$ cat src/hw/mini_mcu_pkg.sv
// ----------------------------------------
// sizes, address map and bus/power types for the banked RAM
// RAM banks are interleaved on byte address bits 11:10
// ----------------------------------------
package mini_mcu_pkg;

  localparam int NUM_BANKS  = 4;
  localparam int BANK_WORDS = 256;
  localparam int DATA_W     = 32;
  localparam int ADDR_W     = 32;
  localparam int SEL_W      = 4;
  localparam int BANK_IDX_W = 2;
  localparam int WORD_IDX_W = 8;

  // address map
  localparam logic [ADDR_W-1:0] RAM_BASE = 32'h0000_0000;
  localparam logic [ADDR_W-1:0] RAM_SIZE = 32'h0000_1000;
  localparam logic [ADDR_W-1:0] PWR_BASE = 32'h0000_1000;

  // power register window is 16 bytes
  localparam int PWR_OFS_W = 4;
  localparam logic [PWR_OFS_W-1:0] PWR_OFF_REQ_OFS = 4'h0;
  localparam logic [PWR_OFS_W-1:0] PWR_RET_OFS     = 4'h4;
  localparam logic [PWR_OFS_W-1:0] PWR_STATUS_OFS  = 4'h8;

  typedef struct packed {
    logic              cyc;
    logic              stb;
    logic              we;
    logic [ADDR_W-1:0] adr;
    logic [DATA_W-1:0] dat;
    logic [SEL_W-1:0]  sel;
  } wb_req_t;

  typedef struct packed {
    logic              ack;
    logic              err;
    logic [DATA_W-1:0] dat;
  } wb_rsp_t;

  // a single target answers with the same fields as the bus
  typedef wb_rsp_t target_rsp_t;

  typedef struct packed {
    logic off_req;
    logic retentive;
  } bank_pwr_ctrl_t;

  // switch-cell controls, all active low
  typedef struct packed {
    logic pwrgate_en_n;
    logic isogate_en_n;
    logic clkgate_en_n;
    logic retentive_en_n;
  } bank_pwr_out_t;

  typedef enum logic [2:0] {
    ON,
    ISOLATE,
    SWITCH_OFF,
    OFF,
    RETAIN,
    SWITCH_ON,
    RELEASE
  } bank_pwr_state_e;

endpackage

$ cat src/hw/power_ctrl_regs.sv
// ----------------------------------------
// off request, retention and status registers
// writes take byte lane 0 only
// status is read-only
// ----------------------------------------
`timescale 1ns/1ps

module power_ctrl_regs (
  input  logic                                       clk_i,
  input  logic                                       rst_n_i,
  input  logic                                       stb_i,
  input  mini_mcu_pkg::wb_req_t                      req_i,
  input  logic [mini_mcu_pkg::NUM_BANKS-1:0]         bank_on_i,
  input  logic [mini_mcu_pkg::NUM_BANKS-1:0]         bank_down_i,
  output mini_mcu_pkg::target_rsp_t                  rsp_o,
  output mini_mcu_pkg::bank_pwr_ctrl_t [mini_mcu_pkg::NUM_BANKS-1:0] pwr_ctrl_o
);

  logic [mini_mcu_pkg::NUM_BANKS-1:0] off_req_q;
  logic [mini_mcu_pkg::NUM_BANKS-1:0] ret_q;
  logic [mini_mcu_pkg::DATA_W-1:0]    rd_data;
  logic [mini_mcu_pkg::DATA_W-1:0]    rdata_q;
  logic [mini_mcu_pkg::PWR_OFS_W-1:0] ofs;
  logic                               ack_q;
  logic                               err_q;
  logic                               access;
  logic                               ofs_ok;

  assign ofs    = req_i.adr[mini_mcu_pkg::PWR_OFS_W-1:0];
  assign access = stb_i & ~(ack_q | err_q);

  always_comb begin
    rd_data = '0;
    ofs_ok  = 1'b1;
    case (ofs)
      mini_mcu_pkg::PWR_OFF_REQ_OFS: rd_data[mini_mcu_pkg::NUM_BANKS-1:0] = off_req_q;
      mini_mcu_pkg::PWR_RET_OFS:     rd_data[mini_mcu_pkg::NUM_BANKS-1:0] = ret_q;
      mini_mcu_pkg::PWR_STATUS_OFS: begin
        rd_data[2*mini_mcu_pkg::NUM_BANKS-1:0] = {bank_down_i, bank_on_i};
        ofs_ok = ~req_i.we;
      end
      default: ofs_ok = 1'b0;
    endcase
  end

  always_ff @(posedge clk_i or negedge rst_n_i) begin
    if (!rst_n_i) begin
      off_req_q <= '0;
      ret_q     <= '0;
      ack_q     <= 1'b0;
      err_q     <= 1'b0;
    end else begin
      ack_q <= access & ofs_ok;
      err_q <= access & ~ofs_ok;
      if (access && req_i.we && req_i.sel[0]) begin
        if (ofs == mini_mcu_pkg::PWR_OFF_REQ_OFS) begin
          off_req_q <= req_i.dat[mini_mcu_pkg::NUM_BANKS-1:0];
        end
        if (ofs == mini_mcu_pkg::PWR_RET_OFS) begin
          ret_q <= req_i.dat[mini_mcu_pkg::NUM_BANKS-1:0];
        end
      end
    end
  end

  always_ff @(posedge clk_i) begin
    if (access && !req_i.we) begin
      rdata_q <= rd_data;
    end
  end

  assign rsp_o.ack = ack_q;
  assign rsp_o.err = err_q;
  assign rsp_o.dat = rdata_q;

  always_comb begin
    for (int i = 0; i < mini_mcu_pkg::NUM_BANKS; i++) begin
      pwr_ctrl_o[i].off_req   = off_req_q[i];
      pwr_ctrl_o[i].retentive = ret_q[i];
    end
  end

endmodule

$ cat config.mk
export PLATFORM = sky130hd
export DESIGN_NAME = power_ctrl_regs
export DESIGN_NICKNAME = d
export VERILOG_FILES = /design/src/hw/mini_mcu_pkg.sv /design/src/hw/power_ctrl_regs.sv
export SDC_FILE = /design/constraint.sdc
export NUM_CORES = 1
export LEC_CHECK = 0
export BUFFER_PORTS_ARGS = -buffer_cell sky130_fd_sc_hd__buf_4
export CAP_MARGIN = 20
export CORE_UTILIZATION = 29
export DETAILED_ROUTE_END_ITERATION = 7
export MAX_ROUTING_LAYER = met4
export PLACE_DENSITY = 0.76
export RECOVER_POWER = 100
export SYNTH_ARGS = -nofsm -noshare
export SYNTH_HDL_FRONTEND = slang
export SYNTH_SLANG_ARGS = --single-unit
$ cat constraint.sdc
create_clock -name clk_i -period 1.9 [get_ports clk_i]
set_clock_uncertainty 0.05 [all_clocks]
set_input_delay 0.095 -clock clk_i [delete_from_list [all_inputs] [get_ports clk_i]]
set_output_delay 0.095 -clock clk_i [all_outputs]
set_load 0.01 [all_outputs]
==> results.md <==
- The run finished with clean final reports.
- The mapped netlist covers 0.00102 mm2.
- The count of yosys warnings during synthesis is 0.
- The maximum number of buffers from clock root to sink is 2.
- The initial core utilization is 30.4%.
- STA puts the critical path data required time at about 2 ns.
- Setup repair after global routing left no endpoint under its margin.
- The count of pins over their slew limit is 0.
- The slew at the pin closest to its max-slew limit is 0.522 ns.
- STA classifies the critical path startpoint as a flip-flop.
- Port buffering added 38 buffers.
- The number of global-route vias before repair is 626.
- The post-route DRC violation count is 0.
- The internal portion of the total power is 622 uW.
- Derived from the worst setup path, the maximum achievable clock frequency is 0.549 GHz.
- The final core utilization is a little under two fifths.
- The TritonCTS buffer count is 3.
- The kind of path behind the tightest hold check is primary input to flip-flop.
- The worst setup slack for register-to-register paths is 0.08 ns.
- The library cells used most frequently in the layout, excluding fill and tap cells, are 24 x sky130_fd_sc_hd__conb_1, 21 x sky130_fd_sc_hd__clkbuf_1, 19 x sky130_fd_sc_hd__buf_4.
- The ratio of final minimum period to clock period is ~96%.
- The detail route stage leaves a number of antenna-violating nets equal to 0.
- The most common cell after layout, fill and taps aside is sky130_fd_sc_hd__conb_1.
- In this run the vertical extent of the chip is about 61 um.
- In the final routed layout, each cell accounts on average for between 10 and 15 um.
- The die is 61.3 um wide.
- The maximum resistive drop on vdd is 0.182 mV.
- The final weighted congestion in routability-driven placement is 0.778.
- Summed over all failing endpoints, the final setup total negative slack is 0 ns.
- The worst-skew pair later-pin latency is 0.28 ns.
- In this run the power spent charging and discharging nets is 217 uW.
- The first global-routing pass estimated ~2.7 mm of wire.
- The switching share of power is between 20% and 30%.
- The critical path goes through or3b_4 -> or4_4 -> mux2_1.
- The post-detailed-route via-to-cell ratio is 3.93.
- After the last flow step, the layout net total stands at 215.
- The depth of the critical timing path with buffers and inverters included is 3.
- The clock drives 18 sinks.
- The final standard cell count with taps included and fillers excluded is roughly 180.
- The total wire length after detailed routing is 1.79 mm.
- The via count is around 700.
- The number of violations of the max-capacitance limit is 0.
- In this run the worst setup path terminates at ret_q[0]$_DFFE_PN0P_.
- Counting both buffers and inverters, the worst setup path holds a total of 0.
- Summing the sequential cell areas from Yosys gives just under 50% of the chip area.
- The clock network is responsible for 27.1% of the overall power.
- In this run, synthesis produced a sequential element count of 18.
- For this run, the total global-route usage over all layers was measured as 10.1%.
- The placeable core region is roughly 0.0034 mm2.
- The number of antenna violations at the first check in global routing is 0.
- The highest layer touched by signal routing is met4.
- The post-synthesis cell count is about 90.
- Clock-pin slew was measured on the worst setup and hold paths at roughly 0.09 ns.
- In the post-synthesis netlist, the biggest area contributors are sky130_fd_sc_hd__dfrtp_1 25%, sky130_fd_sc_hd__edfxtp_1 24%, sky130_fd_sc_hd__buf_4 19%.
- The HPWL after detailed placement is 1.46 mm.
- TritonCTS built the clock tree.
- The cell area power density is 673 mW/mm2.
- The met3 wire length is 197 um.
- The number of antenna diodes is 0.
- The kind of cell with the highest combined delay along the critical path is simple AND/OR/NAND/NOR gates.
- 124 I/O pins were placed.
- The number of placement rows is 21.
- The path type of the worst setup path is flip-flop to flip-flop.
- The endpoint identified for the worst register-to-register timing path is ret_q[0]$_DFFE_PN0P_.
- The total congestion overflow is 0.
- In this run, the number of DRC markers left after iteration 0 of detailed routing was 48.
- CTS built an H-tree with a depth of 1.
- The portion of synthesized cell area occupied by the leading cell type is 24.5%.
- The depth of the worst register-to-register path is 3.
- The sequential share of power is 54.0%.
- The count of endpoints failing hold in the final timing report is 0.
- Setup violations remaining at the end of the flow were counted as 0.
- The fraction of final layout cells sized beyond drive strength 1 is 20.5%.
- The hold slack is 0.0413 ns.
- The combinational power share is 18.9%.
- Among all stages on the critical path, the largest delay is contributed by sky130_fd_sc_hd__or4_4.
- The kind of end point of the critical path is a flip-flop.
- For this run, the slowest stage of the critical path takes 0.54 ns.
- In the final routing, the length of wire on met1 measures approximately 750 um.
- In the detailed route, the total length drawn on met2 is 823 um.
- Relative to the synthesized area, the layout overhead comes to 22.2%.
- The startpoint of the worst setup timing path is err_q$_DFF_PN0_.
- The count of buffers added by post-CTS timing repair for setup is 0.
- The static leakage power is 0.000589 uW.
- A synthesized cell averages 11.6 um2.
- In this run the clock root is driven by a sky130_fd_sc_hd__clkbuf_4.
- For this run, the detailed router's first-pass iteration total came to 3.
- The highest net fanout along the worst path is 4.
- The worst path needs 1.82 ns of the cycle, external delays included.
- The library cell occupying the most area in the post-synthesis netlist is sky130_fd_sc_hd__dfrtp_1.
- The arrival time of the worst setup path is between 1.5 and 2 ns.
- The worst register-to-register path begins at err_q$_DFF_PN0_.
- Measured against its own limit, the worst slew margin works out to 65.2%.
- After detailed placement, the design holds a cell count of 169.
- Synthesis instantiated 23 different standard cells from the library.
- The overall die area is roughly 0.0038 mm2.
- Entering global routing, the biggest net connects 11 pins.
[cell families (layout without fill, tap and decap cells)]
group	count (synthesis)	count (layout)	share of synthesized area, %
AO/OA/AOI/OAI	6	6	3.31
buffers and inverters	30	51	21.4
flip-flops	18	18	48.0
multiplexers	12	12	14.2
other	1	24	0.367
AND/OR/NAND/NOR	21	21	12.6
[cell type report]
type | count | area, um2
well taps | 46 | 57.6
repair buffers | 46 | 277
clock buffers | 4 | 36.3
flip-flops and latches | 18 | 490
fillers | 358 | 2120
multi-input cells | 63 | 383
inverters | 1 | 3.75
[layer usage]
layer | vias to the layer above | global-route usage (%)
li1 | 336 | -
met1 | 318 | 10.5
met2 | 43 | 18.6
met3 | 2 | 1.26
met4 | 0 | 4.76
met5 | - | -
[worst register-to-register path: stages (launching register included)]
cell and delay [ns]:
sky130_fd_sc_hd__dfrtp_1 0.40, sky130_fd_sc_hd__or3b_4 0.40, sky130_fd_sc_hd__or4_4 0.54, sky130_fd_sc_hd__mux2_1 0.33
[power by group through the flow]
| stage | Sequential, uW | Combinational (uW) | Clock [uW] |
|---|---|---|---|
| after floorplan | 471 | 119 | 0 |
| after global placement | 461 | 184 | 0 |
| after detailed placement | 463 | 186 | 0 |
| after CTS | 455 | 195 | 239 |
| after global routing | 457 | 177 | 250 |
| final | 453 | 158 | 228 |
[Yosys cell counts, drive strengths merged]
library cell  instances
clkbuf                1
nor2                  4
or3b                  1
nor4                  1
dfrtp                10
a21oi                 4
mux2                  8
conb                  1
o21ai                 1
nor2b                 1
nand2                 4
and3                  4
buf                  28
a2bb2oi               1
nand3b                1
or4                   1
mux2i                 4
inv                   1
or2                   4
edfxtp                8
[how the worst min path moves through the flow]
stage	startpoint	end	slack (ns)	depth (start not counted)
6_report	req_i[37]	ack_q$_DFF_PN0_	0.04	4
2_1_floorplan	rst_n_i	ack_q$_DFF_PN0_	-0.25	0
3_3_place_gp	rst_n_i	err_q$_DFF_PN0_	-0.12	1
4_1_cts	req_i[37]	ack_q$_DFF_PN0_	0.03	4
5_1_grt	bank_down_i[3]	rdata_q[7]$_SDFFCE_PP0P_	0.08	2
3_5_place_dp	rst_n_i	ack_q$_DFF_PN0_	-0.12	1
[sequential cells by signal (all words and copies together) (netlist names)]
| name | count |
|---|---|
| err_q | 1 |
| rdata_q | 8 |
| ack_q | 1 |
| ret_q | 4 |
| off_req_q | 4 |
[through the flow]
stage | power, uW | worst slack [ns] | cell area, um2
2_1_floorplan | 591 | 0.0539 | 1110
4_1_cts | 888 | 0.0774 | 1340
3_3_place_gp | 645 | 0.107 | 1260
3_5_place_dp | 649 | 0.0929 | 1260
6_report | 839 | 0.0799 | 1250
5_1_grt | 885 | 0.0289 | 1250
[what timing repair did]
| item | in CTS | in global routing |
|---|---|---|
| hold buffers | 5 | 0 |
| gates resized for setup | 0 | 0 |
| setup endpoints to repair | 0 | 0 |
| hold endpoints to repair | 18 | 0 |
No activity file was read; power rests on OpenSTA's default activity.
