### src/hw/mini_mcu_pkg.sv
// ----------------------------------------
// sizes, address map and bus/power types for the banked RAM
// RAM banks are interleaved on byte address bits 11:10
// ----------------------------------------
package mini_mcu_pkg;

  localparam int NUM_BANKS  = 4;
  localparam int BANK_WORDS = 256;
  localparam int DATA_W     = 32;
  localparam int ADDR_W     = 32;
  localparam int SEL_W      = 4;
  localparam int BANK_IDX_W = 2;
  localparam int WORD_IDX_W = 8;

  // address map
  localparam logic [ADDR_W-1:0] RAM_BASE = 32'h0000_0000;
  localparam logic [ADDR_W-1:0] RAM_SIZE = 32'h0000_1000;
  localparam logic [ADDR_W-1:0] PWR_BASE = 32'h0000_1000;

  // power register window is 16 bytes
  localparam int PWR_OFS_W = 4;
  localparam logic [PWR_OFS_W-1:0] PWR_OFF_REQ_OFS = 4'h0;
  localparam logic [PWR_OFS_W-1:0] PWR_RET_OFS     = 4'h4;
  localparam logic [PWR_OFS_W-1:0] PWR_STATUS_OFS  = 4'h8;

  typedef struct packed {
    logic              cyc;
    logic              stb;
    logic              we;
    logic [ADDR_W-1:0] adr;
    logic [DATA_W-1:0] dat;
    logic [SEL_W-1:0]  sel;
  } wb_req_t;

  typedef struct packed {
    logic              ack;
    logic              err;
    logic [DATA_W-1:0] dat;
  } wb_rsp_t;

  // a single target answers with the same fields as the bus
  typedef wb_rsp_t target_rsp_t;

  typedef struct packed {
    logic off_req;
    logic retentive;
  } bank_pwr_ctrl_t;

  // switch-cell controls, all active low
  typedef struct packed {
    logic pwrgate_en_n;
    logic isogate_en_n;
    logic clkgate_en_n;
    logic retentive_en_n;
  } bank_pwr_out_t;

  typedef enum logic [2:0] {
    ON,
    ISOLATE,
    SWITCH_OFF,
    OFF,
    RETAIN,
    SWITCH_ON,
    RELEASE
  } bank_pwr_state_e;

endpackage

### src/hw/wb_resp_mux.sv
// ----------------------------------------
// merges target responses onto the bus
// at most one target answers in a cycle
// ----------------------------------------
`timescale 1ns/1ps

module wb_resp_mux (
  input  logic                                                     clk_i,
  input  logic                                                     rst_n_i,
  input  logic                                                     miss_stb_i,
  input  mini_mcu_pkg::target_rsp_t [mini_mcu_pkg::NUM_BANKS-1:0] bank_rsp_i,
  input  mini_mcu_pkg::target_rsp_t                                pwr_rsp_i,
  output mini_mcu_pkg::wb_rsp_t                                    wb_o
);

  logic miss_err_q;

  // decode miss answers like any other target, one cycle late
  always_ff @(posedge clk_i or negedge rst_n_i) begin
    if (!rst_n_i) begin
      miss_err_q <= 1'b0;
    end else begin
      miss_err_q <= miss_stb_i & ~miss_err_q;
    end
  end

  always_comb begin
    wb_o.ack = pwr_rsp_i.ack;
    wb_o.err = pwr_rsp_i.err | miss_err_q;
    wb_o.dat = pwr_rsp_i.ack ? pwr_rsp_i.dat : '0;
    for (int i = 0; i < mini_mcu_pkg::NUM_BANKS; i++) begin
      wb_o.ack = wb_o.ack | bank_rsp_i[i].ack;
      wb_o.err = wb_o.err | bank_rsp_i[i].err;
      // read data only from the target that acks
      if (bank_rsp_i[i].ack) begin
        wb_o.dat = bank_rsp_i[i].dat;
      end
    end
  end

endmodule

### config.mk
export PLATFORM = sky130hd
export DESIGN_NAME = wb_resp_mux
export DESIGN_NICKNAME = d
export VERILOG_FILES = /design/src/hw/mini_mcu_pkg.sv /design/src/hw/wb_resp_mux.sv
export SDC_FILE = /design/constraint.sdc
export NUM_CORES = 1
export LEC_CHECK = 0
export BUFFER_PORTS_ARGS = -buffer_cell sky130_fd_sc_hd__buf_2
export CAP_MARGIN = 15
export CORE_AREA = 2 2 81 83
export DETAILED_ROUTE_END_ITERATION = 7
export DIE_AREA = 0 0 83 85
export PLACE_DENSITY = 0.56
export SYNTH_ARGS = -nofsm -noshare
export SYNTH_HDL_FRONTEND = slang
export SYNTH_SLANG_ARGS = --single-unit
### constraint.sdc
create_clock -name clk_i -period 2.05 [get_ports clk_i]
set_clock_uncertainty 0.05 [all_clocks]
set_input_delay 0.41 -clock clk_i [delete_from_list [all_inputs] [get_ports clk_i]]
set_output_delay 0.41 -clock clk_i [all_outputs]
set_load 0.005 [all_outputs]
==> metrics, run 1 <==
vias per cell=a little over 5; Tmin final=~1.9 ns; Yosys reg bits=1; Clock Latency Late Sink=0 ns; GPL Wtd Cong=between 0.9 and 1; Hold Fails Final Rpt=0; R2R Path Start=miss_err_q; top sig layer=met4; worst rel slew slack=a little over four fifths; crit path launch type=primary input; DRT iter0 DRCs=82; syn nets=368; PnR worst setup slack=roughly 0.17 ns; Die Footprint=roughly 7100 um^2; R2R depth=1; CP Max Fanout=65; Cell Pwr Density=~210 nW/um^2; Area after DPL=roughly 2200 um^2; Core Util, Final=around 36%; final setup TNS=0 ns; P_leak=roughly 0.0012 uW; Setup-failing EPs final=0; dpl hpwl=~5300 um; core area=6200 um^2; Antenna diodes=0; DRC Markers=0; initial antenna violation count=0; WS Path Type=in2out; Reg2Reg Setup Slack=between 1 and 1.5 ns; top flop regs=miss_err_q: 1 flops; Final Max Slew Viols=0; Avg Cell Area, Syn=approximately 5.9 um^2; worst min-delay path category=in2async; # Post-CTS Setup Buffers=0; largest net degree at the start of global routing=66; CP endpoint kind=primary output; Worst VDD drop=roughly 120 uV; chip width=83 um; Starting Density=approximately 18%; max FFs per register=1; post-place setup slack=between 0.15 and 0.2 ns; Post-layout nets=561; Reg with most FFs=miss_err_q; Arr. time, crit path=roughly 1.4 ns; Max Freq=0.533 GHz; Slew @ Worst Pin=roughly 0.24 ns; Synth Area in XOR/XNOR=0%; I/O Buffers=between 200 and 250; total global routing overflow=0; area of the multi-input gates=about 990 um^2; Met1 Wirelength=about 2400 um; met2 routed WL=between 3000 and 4000 um; Post-Syn Instances=between 150 and 200; cts repair resizes=0; WL met3=between 600 and 700 um; Simple-Gate Fraction of Synth Area=between 30 and 40%; fill cell count=between 700 and 800; number of global-route vias before repair=2263; antenna-violating nets left=0; Synth Area in Compound Gates=approximately half; YS warnings=0; floorplan row count=29; post-synthesis instance area=approximately 1100 um^2; register area=approximately 25 um^2; fin crit share=between 90% and 100%; routed vias=2339; Reg clk slew, reported paths=0 ns; # hold bufs at CTS=0; Power, Total=479 uW; global-route wire length before repair=between 10000 and 15000 um; final instance area=about 2200 um^2; Die Height=between 80 and 90 um; Routed wire per std cell=between 10 and 15 um; Max Cap Violations=0; fraction of layout cells with a size suffix above 1=56.2%; P&R area growth vs syn=96.6%; multiplexer share of the synthesized area=0%; DRT Wirelength=around 6600 um; status=completed; Yosys cell types=19; I/O pins=just over 200; Post-Synth Adder-Cell Area=0%; Crit Reg-Reg Endpoint=miss_err_q; first drt pass iteration count=4; Worst Path Required=approximately 1.6 ns; RSZ-0062 raised after global routing=false; gr usage total=~17%; post-synthesis sequential area ratio=under 10%; main combinational cell family by area after synthesis=compound AO/OA/AOI/OAI gates
## power breakdown
group	leakage, uW	total, uW	switching, uW	internal (uW)
combinational	0.00115	456	205	251
sequential	0.0000125	22.2	0.750	21.4
clock	0	0	0	0
## critical path, stage by stage
cell and delay [ns]:
buf_2 0.13, buf_12 0.18, or4_1 0.54, buf_2 0.15
## cells in the final DEF (no fill, tap or decap)
cell type  netlist  layout
buf_4            0       6
nor4_1           1       1
nor3b_4          1       1
nand2_1         33      33
o22ai_1         31      31
buf_12           0       3
o21ai_0          1       1
dfrtp_1          1       1
nand2b_1         1       1
nor2b_1          1       1
a31oi_1         32      32
inv_1            1       1
buf_2            6     206
nor2_1           1       1
or3b_2           1       1
a21oi_1         32      32
nand3b_1        32      32
or2_1            1       1
or4_1            1       1
## metrics by stage
step,std cells,hold slack [ns]
finish,463,0.144
global route,463,0.150
CTS,463,0.148
detailed placement,463,0.148
global placement,463,0.148
floorplan,195,0.0644
## cells in the mapped netlist
cell type,number,area [um^2]
o22ai_1,31,194
nor2_1,1,3.75
o21ai_0,1,5.00
buf_6,4,45.0
a31oi_1,32,200
inv_1,1,3.75
clkbuf_1,14,52.6
or2_1,1,6.26
a21oi_1,32,160
nand3b_1,32,240
nor2b_1,1,6.26
nor3b_4,1,18.8
or3b_2,1,8.76
nand2b_1,1,6.26
buf_2,6,30.0
nand2_1,33,124
or4_1,1,7.51
dfrtp_1,1,25.0
nor4_1,1,6.26
## layout make-up
class | count | share of cell area, %
Tap cell | 77 | 4.28
Inverter | 1 | 0.167
Multi-Input combinational cell | 169 | 43.9
Timing Repair Buffer | 215 | 50.5
Sequential cell | 1 | 1.11
## worst max path at each step
stage | cells after the start | slack [ns] | endpoint | from
detailed placement | 4 | 0.18 | wb_o[33] | bank_rsp_i[67]
floorplan | 5 | 0.38 | wb_o[10] | bank_rsp_i[33]
CTS | 4 | 0.17 | wb_o[33] | bank_rsp_i[67]
global route | 6 | 0.09 | wb_o[16] | bank_rsp_i[33]
finish | 4 | 0.17 | wb_o[33] | bank_rsp_i[67]
global placement | 4 | 0.18 | wb_o[33] | bank_rsp_i[67]
## layer usage
metal  vias to the layer above  track usage (%)
met5                         -                0
met4                         0             3.87
met3                        18             3.31
met2                       153             33.4
met1                      1026             19.0
li1                       1142                -
## logic make-up (layout without fill, tap and decap cells)
kind of cell / Yosys count / in the layout
buffers and inverters: 25 / 216
AND/OR/NAND/NOR: 73 / 73
AO/OA/AOI/OAI: 96 / 96
flip-flops: 1 / 1
(Power assumes the default switching activity.)
==> inputs of run 2 (changes only) <==
--- a/config.mk
+++ b/config.mk
@@ -14,3 +14,4 @@
 export SYNTH_ARGS = -nofsm -noshare
 export SYNTH_HDL_FRONTEND = slang
 export SYNTH_SLANG_ARGS = --single-unit
+export TNS_END_PERCENT = 20
==> constraint.sdc (replaced) <==
create_clock -name clk_i -period 2.2 [get_ports clk_i]
set_clock_uncertainty 0.05 [all_clocks]
set_input_delay 0.44 -clock clk_i [delete_from_list [all_inputs] [get_ports clk_i]]
set_output_delay 0.44 -clock clk_i [all_outputs]
set_load 0.005 [all_outputs]
==> run 2 against run 1 <==
Compared with the run above:
- sequential share of layout area about the same
- routed wire length up 0.15%
- register-to-register slack better by 0.15 ns
- sequential power down 7%
- final area down 0.56%
- hold slack better by 0.033 ns
- largest power group unchanged
- setup slack better by 0.057 ns
- critical path type unchanged
- final cell count unchanged
- critical path depth up 2
- combinational power down 7.0%
- sequential cell count unchanged
==> metrics, run 2 (synthesis results as in run 1) <==
status=completed; Arr. time, crit path=1.48 ns (+0.06 ns); vias per cell=5.06 (about the same); P_leak=0.00116 uW (-0.48%); Routed wire per std cell=14.2 um (+0.15%); largest stage delay on the critical path=0.22 ns (-0.32 ns); Die Footprint=7060 um^2 (unchanged); Reg with most FFs=miss_err_q; Cell Pwr Density=199 nW/um^2 (-6.5%); total global routing overflow=0 (unchanged); Starting Density=18.4% (unchanged); routed vias=2341 (+0.086%); Worst Path Required=1.71 ns (+0.12 ns); Max Cap Violations=0 (unchanged); # hold bufs at CTS=0 (unchanged); floorplan row count=29 (unchanged); global-route wire length before repair=10200 um (-2.0%); crit path cell chain=buf_2 > nor3b_4 > buf_12 > a21oi_1 > a31oi_1 > buf_2; Setup-failing EPs final=0 (unchanged); CP endpoint kind=primary output; Die Height=85 um (unchanged); top flop regs=miss_err_q: 1 flops; CP max-delay cell=nor3b_4; PnR worst setup slack=0.230 ns (+0.0573 ns); WS Path Type=in2out; Reg clk slew, reported paths=0 ns (unchanged); most frequent cells in the layout=206 x buf_2, 33 x nand2_1, 32 x nand3b_1, 32 x a21oi_1, 32 x a31oi_1; Clock Latency Late Sink=0 ns (unchanged); antenna-violating nets left=0 (unchanged); DRC Markers=0 (unchanged); worst rel slew slack=76.8% (-7.2 points); first drt pass iteration count=4 (unchanged); initial antenna violation count=0 (unchanged); Post-layout nets=561 (unchanged); I/O pins=207 (unchanged); Tmin final=1.97 ns; fill cell count=692 (-1.7%); Worst path depth=6 (+2); dpl hpwl=5340 um (about the same); DRT Wirelength=6590 um (+0.15%); Hold Fails Final Rpt=0 (unchanged); largest net degree at the start of global routing=66 (unchanged); Final Max Slew Viols=0 (unchanged); fin crit share=between 80% and 90%; Antenna diodes=0 (unchanged); worst min-delay path category=in2async; post-place setup slack=0.240 ns (+0.0574 ns); Min Hold Slack=0.177 ns (+0.0330 ns); Worst VDD drop=118 uV (-5.6%); CP top delay family=buffers and inverters; Slew @ Worst Pin=0.349 ns (+0.108 ns); Max Freq=between 0.5 and 0.6 GHz; # Post-CTS Setup Buffers=0 (unchanged); cts repair resizes=0 (unchanged); R2R depth=1 (unchanged); GPL Wtd Cong=0.962 (+1.5%); cell repeated most along the worst path=buf_2; RSZ-0062 raised after global routing=false; Buf/Inv on CP=3 (unchanged); final setup TNS=0 ns (unchanged); P&R area growth vs syn=95.5%; gr usage total=16.8% (-0.28 points); area of the multi-input gates=987 um^2 (unchanged); I/O Buffers=206 (unchanged); core area=6200 um^2 (unchanged); number of global-route vias before repair=2280 (+0.75%); fraction of layout cells with a size suffix above 1=56.2% (unchanged); commonest non-fill, non-tap cell in the layout=buf_2; DRT iter0 DRCs=62 (-24%); register area=25.0 um^2 (unchanged); CP Max Fanout=32 (-51%); crit path launch type=primary input; chip width=83 um (unchanged); max FFs per register=1 (unchanged)
## run 2: cell types whose count changed in the layout (fill, tap and decap cells not counted)
cell,previous run,this run
buf_12,3,2
buf_4,6,7
## run 2: per-layer routing
metal  GRT usage [%]  wire length, um
met3            1.95              572
met5               0                0
met2            32.9             3410
met4            4.17              130
met1            19.3             2470
## run 2: power breakdown
part	leakage (uW)	switching (uW)	total [uW]	internal [uW]
clock network	0	0	0	0
registers	0.0000125	0.686	20.7	20.0
logic	0.00114	193	424	232
total	0.00116	193	445	252
## run 2: worst paths after layout
| path | startpoint | end | slack (ns) |
|---|---|---|---|
| worst max register to register | miss_err_q | miss_err_q | 1.62 |
| worst min-delay path | rst_n_i | miss_err_q | 0.18 |
| worst max-delay path | bank_rsp_i[33] | wb_o[27] | 0.23 |
| worst min register to register | miss_err_q | miss_err_q | 0.37 |
| min in group clk_i | miss_err_q | miss_err_q | 0.37 |
| max in group asynchronous | rst_n_i | miss_err_q | 1.83 |
## run 2: per-stage QoR
step	utilization, %	std cells	cell area (um^2)	total power, uW
after detailed placement	36.0	463	2240	445
after global routing	36.0	463	2240	489
final	36.0	463	2240	445
after floorplan	-	195	1140	199
after CTS	36.0	463	2240	447
after global placement	36.0	463	2240	441
## run 2: final cells by class
type / count / share of cell area, %
Timing Repair Buffer: 215 / 50.3
Multi-Input combinational cell: 169 / 44.2
Tap cell: 77 / 4.31
Sequential cell: 1 / 1.12
Inverter: 1 / 0.168
