$ cat src/hw/mini_mcu_pkg.sv
// ----------------------------------------
// sizes, address map and bus/power types for the banked RAM
// RAM banks are interleaved on byte address bits 11:10
// ----------------------------------------
package mini_mcu_pkg;

  localparam int NUM_BANKS  = 4;
  localparam int BANK_WORDS = 256;
  localparam int DATA_W     = 32;
  localparam int ADDR_W     = 32;
  localparam int SEL_W      = 4;
  localparam int BANK_IDX_W = 2;
  localparam int WORD_IDX_W = 8;

  // address map
  localparam logic [ADDR_W-1:0] RAM_BASE = 32'h0000_0000;
  localparam logic [ADDR_W-1:0] RAM_SIZE = 32'h0000_1000;
  localparam logic [ADDR_W-1:0] PWR_BASE = 32'h0000_1000;

  // power register window is 16 bytes
  localparam int PWR_OFS_W = 4;
  localparam logic [PWR_OFS_W-1:0] PWR_OFF_REQ_OFS = 4'h0;
  localparam logic [PWR_OFS_W-1:0] PWR_RET_OFS     = 4'h4;
  localparam logic [PWR_OFS_W-1:0] PWR_STATUS_OFS  = 4'h8;

  typedef struct packed {
    logic              cyc;
    logic              stb;
    logic              we;
    logic [ADDR_W-1:0] adr;
    logic [DATA_W-1:0] dat;
    logic [SEL_W-1:0]  sel;
  } wb_req_t;

  typedef struct packed {
    logic              ack;
    logic              err;
    logic [DATA_W-1:0] dat;
  } wb_rsp_t;

  // a single target answers with the same fields as the bus
  typedef wb_rsp_t target_rsp_t;

  typedef struct packed {
    logic off_req;
    logic retentive;
  } bank_pwr_ctrl_t;

  // switch-cell controls, all active low
  typedef struct packed {
    logic pwrgate_en_n;
    logic isogate_en_n;
    logic clkgate_en_n;
    logic retentive_en_n;
  } bank_pwr_out_t;

  typedef enum logic [2:0] {
    ON,
    ISOLATE,
    SWITCH_OFF,
    OFF,
    RETAIN,
    SWITCH_ON,
    RELEASE
  } bank_pwr_state_e;

endpackage

$ cat src/hw/bus_decoder.sv
// ----------------------------------------
// one strobe per cycle: a bank, the power regs or a miss
// power window ignores offsets, the regs reject unknown ones
// ----------------------------------------
`timescale 1ns/1ps

module bus_decoder (
  input  mini_mcu_pkg::wb_req_t               wb_i,
  output logic [mini_mcu_pkg::NUM_BANKS-1:0]  bank_stb_o,
  output logic                                pwr_stb_o,
  output logic                                miss_stb_o
);

  logic                                active;
  logic                                in_ram;
  logic                                in_pwr;
  logic [mini_mcu_pkg::ADDR_W-1:0]     ram_ofs;
  logic [mini_mcu_pkg::BANK_IDX_W-1:0] bank_idx;

  assign active = wb_i.cyc & wb_i.stb;

  // unsigned offset test also covers a base of zero
  assign ram_ofs = wb_i.adr - mini_mcu_pkg::RAM_BASE;
  assign in_ram  = (ram_ofs < mini_mcu_pkg::RAM_SIZE);

  assign in_pwr = (wb_i.adr[mini_mcu_pkg::ADDR_W-1:mini_mcu_pkg::PWR_OFS_W] ==
                   mini_mcu_pkg::PWR_BASE[mini_mcu_pkg::ADDR_W-1:mini_mcu_pkg::PWR_OFS_W]);

  // word interleave sits above the word index
  assign bank_idx = ram_ofs[mini_mcu_pkg::WORD_IDX_W + mini_mcu_pkg::BANK_IDX_W + 1 :
                            mini_mcu_pkg::WORD_IDX_W + 2];

  always_comb begin
    bank_stb_o = '0;
    if (active && in_ram) begin
      bank_stb_o[bank_idx] = 1'b1;
    end
  end

  assign pwr_stb_o  = active & ~in_ram & in_pwr;
  assign miss_stb_o = active & ~in_ram & ~in_pwr;

endmodule

$ cat config.mk
export PLATFORM = sky130hd
export DESIGN_NAME = bus_decoder
export DESIGN_NICKNAME = d
export VERILOG_FILES = /design/src/hw/mini_mcu_pkg.sv /design/src/hw/bus_decoder.sv
export SDC_FILE = /design/constraint.sdc
export NUM_CORES = 1
export LEC_CHECK = 0
export BUFFER_PORTS_ARGS = -buffer_cell sky130_fd_sc_hd__buf_4
export CAP_MARGIN = 20
export CORE_AREA = 2 2 39 41
export DETAILED_ROUTE_END_ITERATION = 10
export DIE_AREA = 0 0 41 43
export PLACE_DENSITY_LB_ADDON = 0.1
export SETUP_SLACK_MARGIN = 0.4
export SYNTH_ARGS = -nofsm -noshare
export SYNTH_HDL_FRONTEND = slang
export SYNTH_SLANG_ARGS = --single-unit
$ cat constraint.sdc
create_clock -name vclk -period 2.6
set_input_delay 0.13 -clock vclk [all_inputs]
set_output_delay 0.13 -clock vclk [all_outputs]
set_load 0.02 [all_outputs]
==> results.sh, run 1 <==
export IMPL_status="complete, no violations"
export IMPL_crit_arrival_ns=1.24
export IMPL_synth_cell_types=14
export IMPL_final_core_util_pct=33.1
export IMPL_overflow=0
export IMPL_finalPower_uw=49.9
export IMPL_min_period_over_period_pct=52.7
export IMPL_critPathMaxFanout=5
export IMPL_cts_resized=0
export IMPL_hp_class="primary input to output port"
export IMPL_synthTopCellsByCount="nor4_1, nand2_1, inv_1, nor3_1"
export IMPL_synthTopCellsByArea="nor4_1, nor4_4, nor4_2"
export IMPL_peakVddDrop_mv=0.0333
export IMPL_vias_per_cell=4.38
export IMPL_holdWs_ns=0.619
export IMPL_start_util_pct=12.1
export IMPL_rsz0062_at_grt="no"
export IMPL_first_pass_iters=4
export IMPL_drt_total_wl_um=684
export IMPL_die_area_sq_um=1760
export IMPL_leakagePower_uw=0.000207
export IMPL_wl_per_cell_um=8.88
export IMPL_syn_avg_cell_area_sq_um=6.71
export IMPL_hold_buffers=0
export IMPL_path_class="primary input to output port"
export IMPL_synthMostInstantiatedCell="nor4_1"
export IMPL_rows=14
export IMPL_antenna_left=0
export IMPL_crit_path_start_kind="primary input"
export IMPL_synth_top_area_share_pct=29.9
export IMPL_gp_congestion=0.569
export IMPL_fillers=159
export IMPL_setup_viol=0
export IMPL_ys_warn_count=0
export IMPL_core_sq_um=1380
export IMPL_hold_viol_final=0
export IMPL_grt_max_degree=7
export IMPL_ios=77
export IMPL_syn2layout_area_growth_pct=173
export IMPL_vias=337
export IMPL_antenna_found_initial=0
export IMPL_grt_pass1_wl_um=883
export IMPL_crit_required_ns=2.47
export IMPL_worst_slack_ns=1.23
export IMPL_synth_top_area_cell="nor4_1"
export IMPL_synth_cells=25
export IMPL_setup_tns_ns=0
export IMPL_drv_slew=0
export IMPL_grt_usage_pct=6.49
export IMPL_ys_seq_area_share_pct=0
export IMPL_design_seq_count=0
export IMPL_cp_end_kind="output port"
export IMPL_dp_hpwl_um=634
export IMPL_port_buffers=36
export IMPL_maxSlewHeadroom_pct=76.0
export IMPL_final_layout_size_suffix_gt1_share_pct=63.9
export IMPL_drc=0
export IMPL_synth_nets=96
export IMPL_crit_end="miss_stb_o"
export IMPL_grt_pass1_vias=258
export IMPL_regArea_sq_um=0
export IMPL_startpoint="wb_i[47]"
export IMPL_die_x_um=41
export IMPL_post_place_ws_ns=1.22
export IMPL_synthesis_area_sq_um=168
export IMPL_die_height_um=43
export IMPL_drv_cap=0
export IMPL_worst_pin_slew_ns=0.357
export IMPL_powerDensity_nw_per_um2=109
export IMPL_drt_iter0_drc=1
export IMPL_postCtsSetupRepairBufs=0
export IMPL_finalCriticalPeriod_ns=1.37
export IMPL_nets=134
export IMPL_max_freq_mhz=730
export IMPL_clock_buffer_count=0
export IMPL_n_antenna_cell=0
## per-stage QoR
stage | cell area [sq um] | cells
floorplan | 168 | 25
global placement | 458 | 77
detailed placement | 458 | 77
CTS | 458 | 77
global route | 458 | 77
finish | 458 | 77
## worst min path at each step
stage              from            end  slack (ns)  cells past startpoint
2_1_floorplan  wb_i[47]  bank_stb_o[2]        0.39                      2
3_3_place_gp   wb_i[69]     miss_stb_o        0.62                      3
3_5_place_dp   wb_i[69]     miss_stb_o        0.62                      3
4_1_cts        wb_i[69]     miss_stb_o        0.62                      3
5_1_grt        wb_i[69]     miss_stb_o        0.63                      3
6_report       wb_i[69]     miss_stb_o        0.62                      3
## per-layer routing
layer / part of all wire, % / track usage, %
met5: 0 / 0
met4: 0 / 0
met3: 28 / 1.05
met2: 34 / 10.3
met1: 38 / 9.49
## layout by cell type, fill, tap and decap left out, drive strengths merged
master / n
buf: 36
nand2: 3
inv: 2
nor2: 1
nand3b: 1
nor3: 2
nand4: 1
or3: 1
nand3: 2
a31oi: 1
nor4: 10
o311a: 1
## power breakdown
group,switching (uW),internal [uW]
Sequential,0,0
Clock,0,0
Combinational,15.9,33.9
## cell type report
type,instances,area (sq um),share of cell area [%]
Multi-Input combinational cell,23,160,35.0
Inverter,2,7.51,1.64
Timing Repair Buffer,36,270,59.0
Tap cell,16,20.0,4.37
## logic make-up (layout without fill, tap and decap cells)
logic type | Yosys count | in the layout | share of synthesized area (%)
compound gates | 2 | 2 | 9.70
buf+inv | 2 | 38 | 4.48
simple gates | 21 | 21 | 85.8
## worst max-delay path, stage by stage
cell,delay [ns]
buf_4,0.12
nor4_1,0.37
a31oi_1,0.15
o311a_1,0.31
buf_4,0.16
Power figures use the tool's default switching activity.
==> run 2: changes to the inputs <==
==> constraint.sdc (replaced) <==
create_clock -name vclk -period 1.2
set_input_delay 0.06 -clock vclk [all_inputs]
set_output_delay 0.06 -clock vclk [all_outputs]
set_load 0.02 [all_outputs]
==> run 2 against run 1 <==
  * Wire length rose by 22%
  * Largest power group unchanged
  * Via count is 11% higher
  * Critical path type unchanged
  * Largest cell class unchanged
  * Worst setup slack worse by 1.2 ns
  * Core utilization is 18 points higher
  * Sequential cell count did not move
  * Final cell count is 5.2% higher
  * Global-route usage grew 3.8 points
  * Worst hold slack worse by 0.16 ns
==> results.sh, run 2 (synthesized netlist as in run 1, its figures left out) <==
export IMPL_core_sq_um=1380
export IMPL_hold_viol_final=0
export IMPL_grt_pass1_vias=353
export IMPL_crit_required_ns=1.14
export IMPL_vias_per_cell=4.62
export IMPL_design_seq_count=0
export IMPL_slowest_delay_ns=0.31
export IMPL_final_cell_mix="buf_4, nor4_4, buf_6"
export IMPL_drv_cap=0
export IMPL_crit_path_start_kind="primary input"
export IMPL_min_period_over_period_pct=96.6
export IMPL_rsz0062_at_grt="yes"
export IMPL_syn2layout_area_growth_pct=324
export IMPL_worst_pin_slew_ns=0.450
export IMPL_setup_tns_ns=0
export IMPL_critPathTopFamily="simple AND/OR/NAND/NOR gates"
export IMPL_peakVddDrop_mv=0.0969
export IMPL_hold_buffers=0
export IMPL_cp_cell_sequence="buf_6, nor4_4, nand2_4, buf_12, nor4_4, buf_4"
export IMPL_max_freq_mhz=863
export IMPL_setup_viol=0
export IMPL_worst_path_buf_inv=3
export IMPL_port_buffers=36
export IMPL_final_layout_size_suffix_gt1_share_pct=83.1
export IMPL_hp_class="primary input to output port"
export IMPL_crit_arrival_ns=1.10
export IMPL_path_class="primary input to output port"
export IMPL_critPathMaxFanout=5
export IMPL_maxSlewHeadroom_pct=69.9
export IMPL_grt_max_degree=6
export IMPL_final_common_cell="buf_4"
export IMPL_cp_slowest_cell="nor4_4"
export IMPL_drc=0
export IMPL_clock_buffer_count=0
export IMPL_cp_depth=6
export IMPL_holdWs_ns=0.461
export IMPL_powerDensity_nw_per_um2=223
export IMPL_grt_usage_pct=10.3
export IMPL_drt_total_wl_um=833
export IMPL_grt_pass1_wl_um=1380
export IMPL_die_x_um=41
export IMPL_finalCriticalPeriod_ns=1.16
export IMPL_drt_iter0_drc=4
export IMPL_die_area_sq_um=1760
export IMPL_final_core_util_pct=51.4
export IMPL_nets=138
export IMPL_die_height_um=43
export IMPL_post_place_ws_ns=-0.0129
export IMPL_drv_slew=0
export IMPL_leakagePower_uw=0.000339
export IMPL_dp_hpwl_um=799
export IMPL_status="complete, no violations"
export IMPL_antenna_left=0
export IMPL_cp_end_kind="output port"
export IMPL_rows=14
export IMPL_overflow=0
export IMPL_worst_slack_ns=0.0413
export IMPL_cp_common_cell="nor4_4"
export IMPL_gp_congestion=0.627
export IMPL_n_antenna_cell=0
export IMPL_regArea_sq_um=0
export IMPL_first_pass_iters=2
export IMPL_antenna_found_initial=0
export IMPL_hold_depth=3
export IMPL_start_util_pct=12.1
export IMPL_ios=77
export IMPL_vias=374
export IMPL_wl_per_cell_um=10.3
-- run 2: cell count changes in the layout (fill, tap and decap cells not counted), sizes merged --
cell / before / now
buf: 36 / 40
-- run 2: final timing paths --
kind,end,startpoint
max,bank_stb_o[0],wb_i[60]
min,miss_stb_o,wb_i[69]
-- run 2: report_power, final --
group | internal (uW) | switching (uW)
combinational | 97.4 | 61.0
sequential | 0 | 0
clock | 0 | 0
-- run 2: per-layer routing --
layer	GRT usage, %	vias to the layer above	routed length (um)
li1	-	187	-
met1	14.9	162	304
met2	17.5	25	413
met3	0	0	115
met4	0	0	0
met5	0	-	0
-- run 2: tightest hold or removal path: cells and delay by family --
kind / cells / cell delay, ns
buffers and inverters: 2 / 0.24
AO/OA/AOI/OAI: 1 / 0.11
-- run 2: repair_timing --
item | 4_1_cts | 5_1_grt
buffers inserted | 0 | 0
hold endpoints to repair | 0 | 0
pin swaps | 3 | 1
gates resized for setup | 7 | 3
setup endpoints to repair | 6 | 6
-- run 2: layout make-up --
| type | instances | area (sq um) |
|---|---|---|
| fill | 127 | 673 |
| inverter | 2 | 7.51 |
| multi-input combinational | 23 | 320 |
| tap | 16 | 20.0 |
| timing repair buffer | 40 | 363 |
-- run 2: stage by stage --
stage                     total power, uW  cells  area, sq um
after global placement                147     81          673
after global routing                  169     81          711
after floorplan                      38.9     25          328
after CTS                             157     81          699
final                                 158     81          711
after detailed placement              149     81          673
==> run 3: changes to the inputs <==
--- a/config.mk
+++ b/config.mk
@@ -11,6 +11,7 @@
 export DETAILED_ROUTE_END_ITERATION = 10
 export DIE_AREA = 0 0 41 43
 export PLACE_DENSITY_LB_ADDON = 0.1
+export REMOVE_ABC_BUFFERS = 1
 export SETUP_SLACK_MARGIN = 0.4
 export SYNTH_ARGS = -nofsm -noshare
 export SYNTH_HDL_FRONTEND = slang
==> run 3 against run 2 <==
  * Global-route usage is 1.3 points lower
  * Critical path depth down 1
  * Clock-buffer cell count unchanged
  * Critical endpoint is now miss_stb_o
  * Non-clock buffer count is 1 lower
  * Fmax fell by 2.4%
  * Worst setup slack worse by 0.028 ns
  * Combinational power fell by 3%
  * Wire length increased by 10%
==> results.sh, run 3 (synthesized netlist as in run 1, its figures left out) <==
export IMPL_status="complete, no violations"
export IMPL_rows=14
export IMPL_p_sw_share_pct=36.7
export IMPL_core_sq_um=1380
export IMPL_crit_path_start_kind="primary input"
export IMPL_min_period_over_period_pct=98.9
export IMPL_maxSlewHeadroom_pct=82.7
export IMPL_hp_class="primary input to output port"
export IMPL_ios=77
export IMPL_die_area_sq_um=1760
export IMPL_final_layout_size_suffix_gt1_share_pct=79.7
export IMPL_finalCriticalPeriod_ns=1.19
export IMPL_rsz0062_at_grt="yes"
export IMPL_place_area_sq_um=473
export IMPL_die_height_um=43
export IMPL_first_pass_iters=2
export IMPL_critPathTopFamily="simple AND/OR/NAND/NOR gates"
export IMPL_drt_total_wl_um=916
export IMPL_critPathMaxFanout=6
export IMPL_crit_arrival_ns=1.13
export IMPL_grt_pass1_wl_um=1180
export IMPL_antenna_found_initial=0
export IMPL_max_freq_mhz=843
export IMPL_seq_power_share_pct=0
export IMPL_design_area_sq_um=619
export IMPL_slowest_delay_ns=0.38
export IMPL_hold_viol_final=0
export IMPL_cp_common_cell="buf_6"
export IMPL_grt_usage_pct=8.99
export IMPL_nets=137
export IMPL_final_common_cell="buf_4"
export IMPL_grt_pass1_vias=309
export IMPL_clock_buffer_count=0
export IMPL_holdWs_ns=0.474
export IMPL_cp_cell_sequence="buf_6, nor4_4, nand3_4, o311a_1, buf_6"
export IMPL_vias=357
export IMPL_drv_cap=0
export IMPL_dp_hpwl_um=676
export IMPL_drv_slew=0
export IMPL_n_antenna_cell=0
export IMPL_peakVddDrop_mv=0.0998
export IMPL_crit_required_ns=1.14
export IMPL_p_clk_share_pct=0
export IMPL_wl_per_cell_um=11.5
export IMPL_grt_max_degree=7
export IMPL_power_frac_comb_pct=100.0
export IMPL_design_seq_count=0
export IMPL_powerDensity_nw_per_um2=247
export IMPL_setup_viol=0
export IMPL_antenna_left=0
export IMPL_regArea_sq_um=0
export IMPL_leakagePower_uw=0.000246
export IMPL_worst_pin_slew_ns=0.258
export IMPL_hold_depth=3
export IMPL_gp_congestion=0.642
export IMPL_drc=0
export IMPL_cp_depth=5
export IMPL_internal_power_uw=97.0
export IMPL_overflow=0
export IMPL_port_buffers=36
export IMPL_die_x_um=41
export IMPL_start_util_pct=12.1
export IMPL_cp_end_kind="output port"
export IMPL_cp_slowest_cell="o311a_1"
export IMPL_switchingPower_uw=56.3
export IMPL_worst_path_buf_inv=2
export IMPL_vias_per_cell=4.46
export IMPL_syn2layout_area_growth_pct=269
export IMPL_drt_iter0_drc=1
export IMPL_path_class="primary input to output port"
export IMPL_final_cell_mix="buf_4, buf_6, nor4_4"
==> run 3: changes by cell type in the layout (fill, tap and decap cells not counted), sizes merged <==
cell and change:
buf -1
==> run 3: path summary, 6_finish.rpt <==
path              slack [ns]         end      from
setup / recovery        0.01  miss_stb_o  wb_i[53]
hold / removal          0.47  miss_stb_o  wb_i[69]
==> run 3: area by class of cell <==
type,instances,area (sq um)
fill,142,764
multi-input combinational,23,254
timing repair buffer,39,338
inverter,2,7.51
tap,16,20.0
==> run 3: worst min-delay path, stage by stage <==
cell,delay (ns)
buf_4,0.11
o311a_1,0.11
buf_6,0.13
==> run 3: through the flow <==
stage               power [uW]  util [%]  setup WS (ns)  setup TNS [ns]  instances
floorplan                 21.1         -        -0.0768          -0.384         25
global placement           113      34.2        -0.0543          -0.112         79
detailed placement         115      34.2        -0.0852          -0.237         79
CTS                        144      41.5         0.0262               0         79
global route               164      44.8        -0.0391         -0.0530         80
finish                     153      44.8         0.0131               0         80
==> run 3: metal layers <==
| metal | track usage [%] | routed length (um) |
|---|---|---|
| met1 | 12.0 | 330 |
| met2 | 15.0 | 406 |
| met3 | 2.09 | 179 |
| met4 | 0 | 0 |
| met5 | 0 | 0 |
==> run 3: power groups by stage <==
stage / clock network (uW) / registers, uW / logic, uW
2_1_floorplan: 0 / 0 / 21.1
3_3_place_gp: 0 / 0 / 113
3_5_place_dp: 0 / 0 / 115
4_1_cts: 0 / 0 / 144
5_1_grt: 0 / 0 / 164
6_report: 0 / 0 / 153
==> run 3: timing repair <==
| action | CTS | global route |
|---|---|---|
| gates cloned | 0 | 0 |
| hold endpoints to repair | 0 | 0 |
| gates resized for setup | 18 | 8 |
| buffers inserted | 0 | 1 |
| pin swaps | 10 | 4 |
| endpoints found under the setup margin | 6 | 6 |
| hold buffers | 0 | 0 |
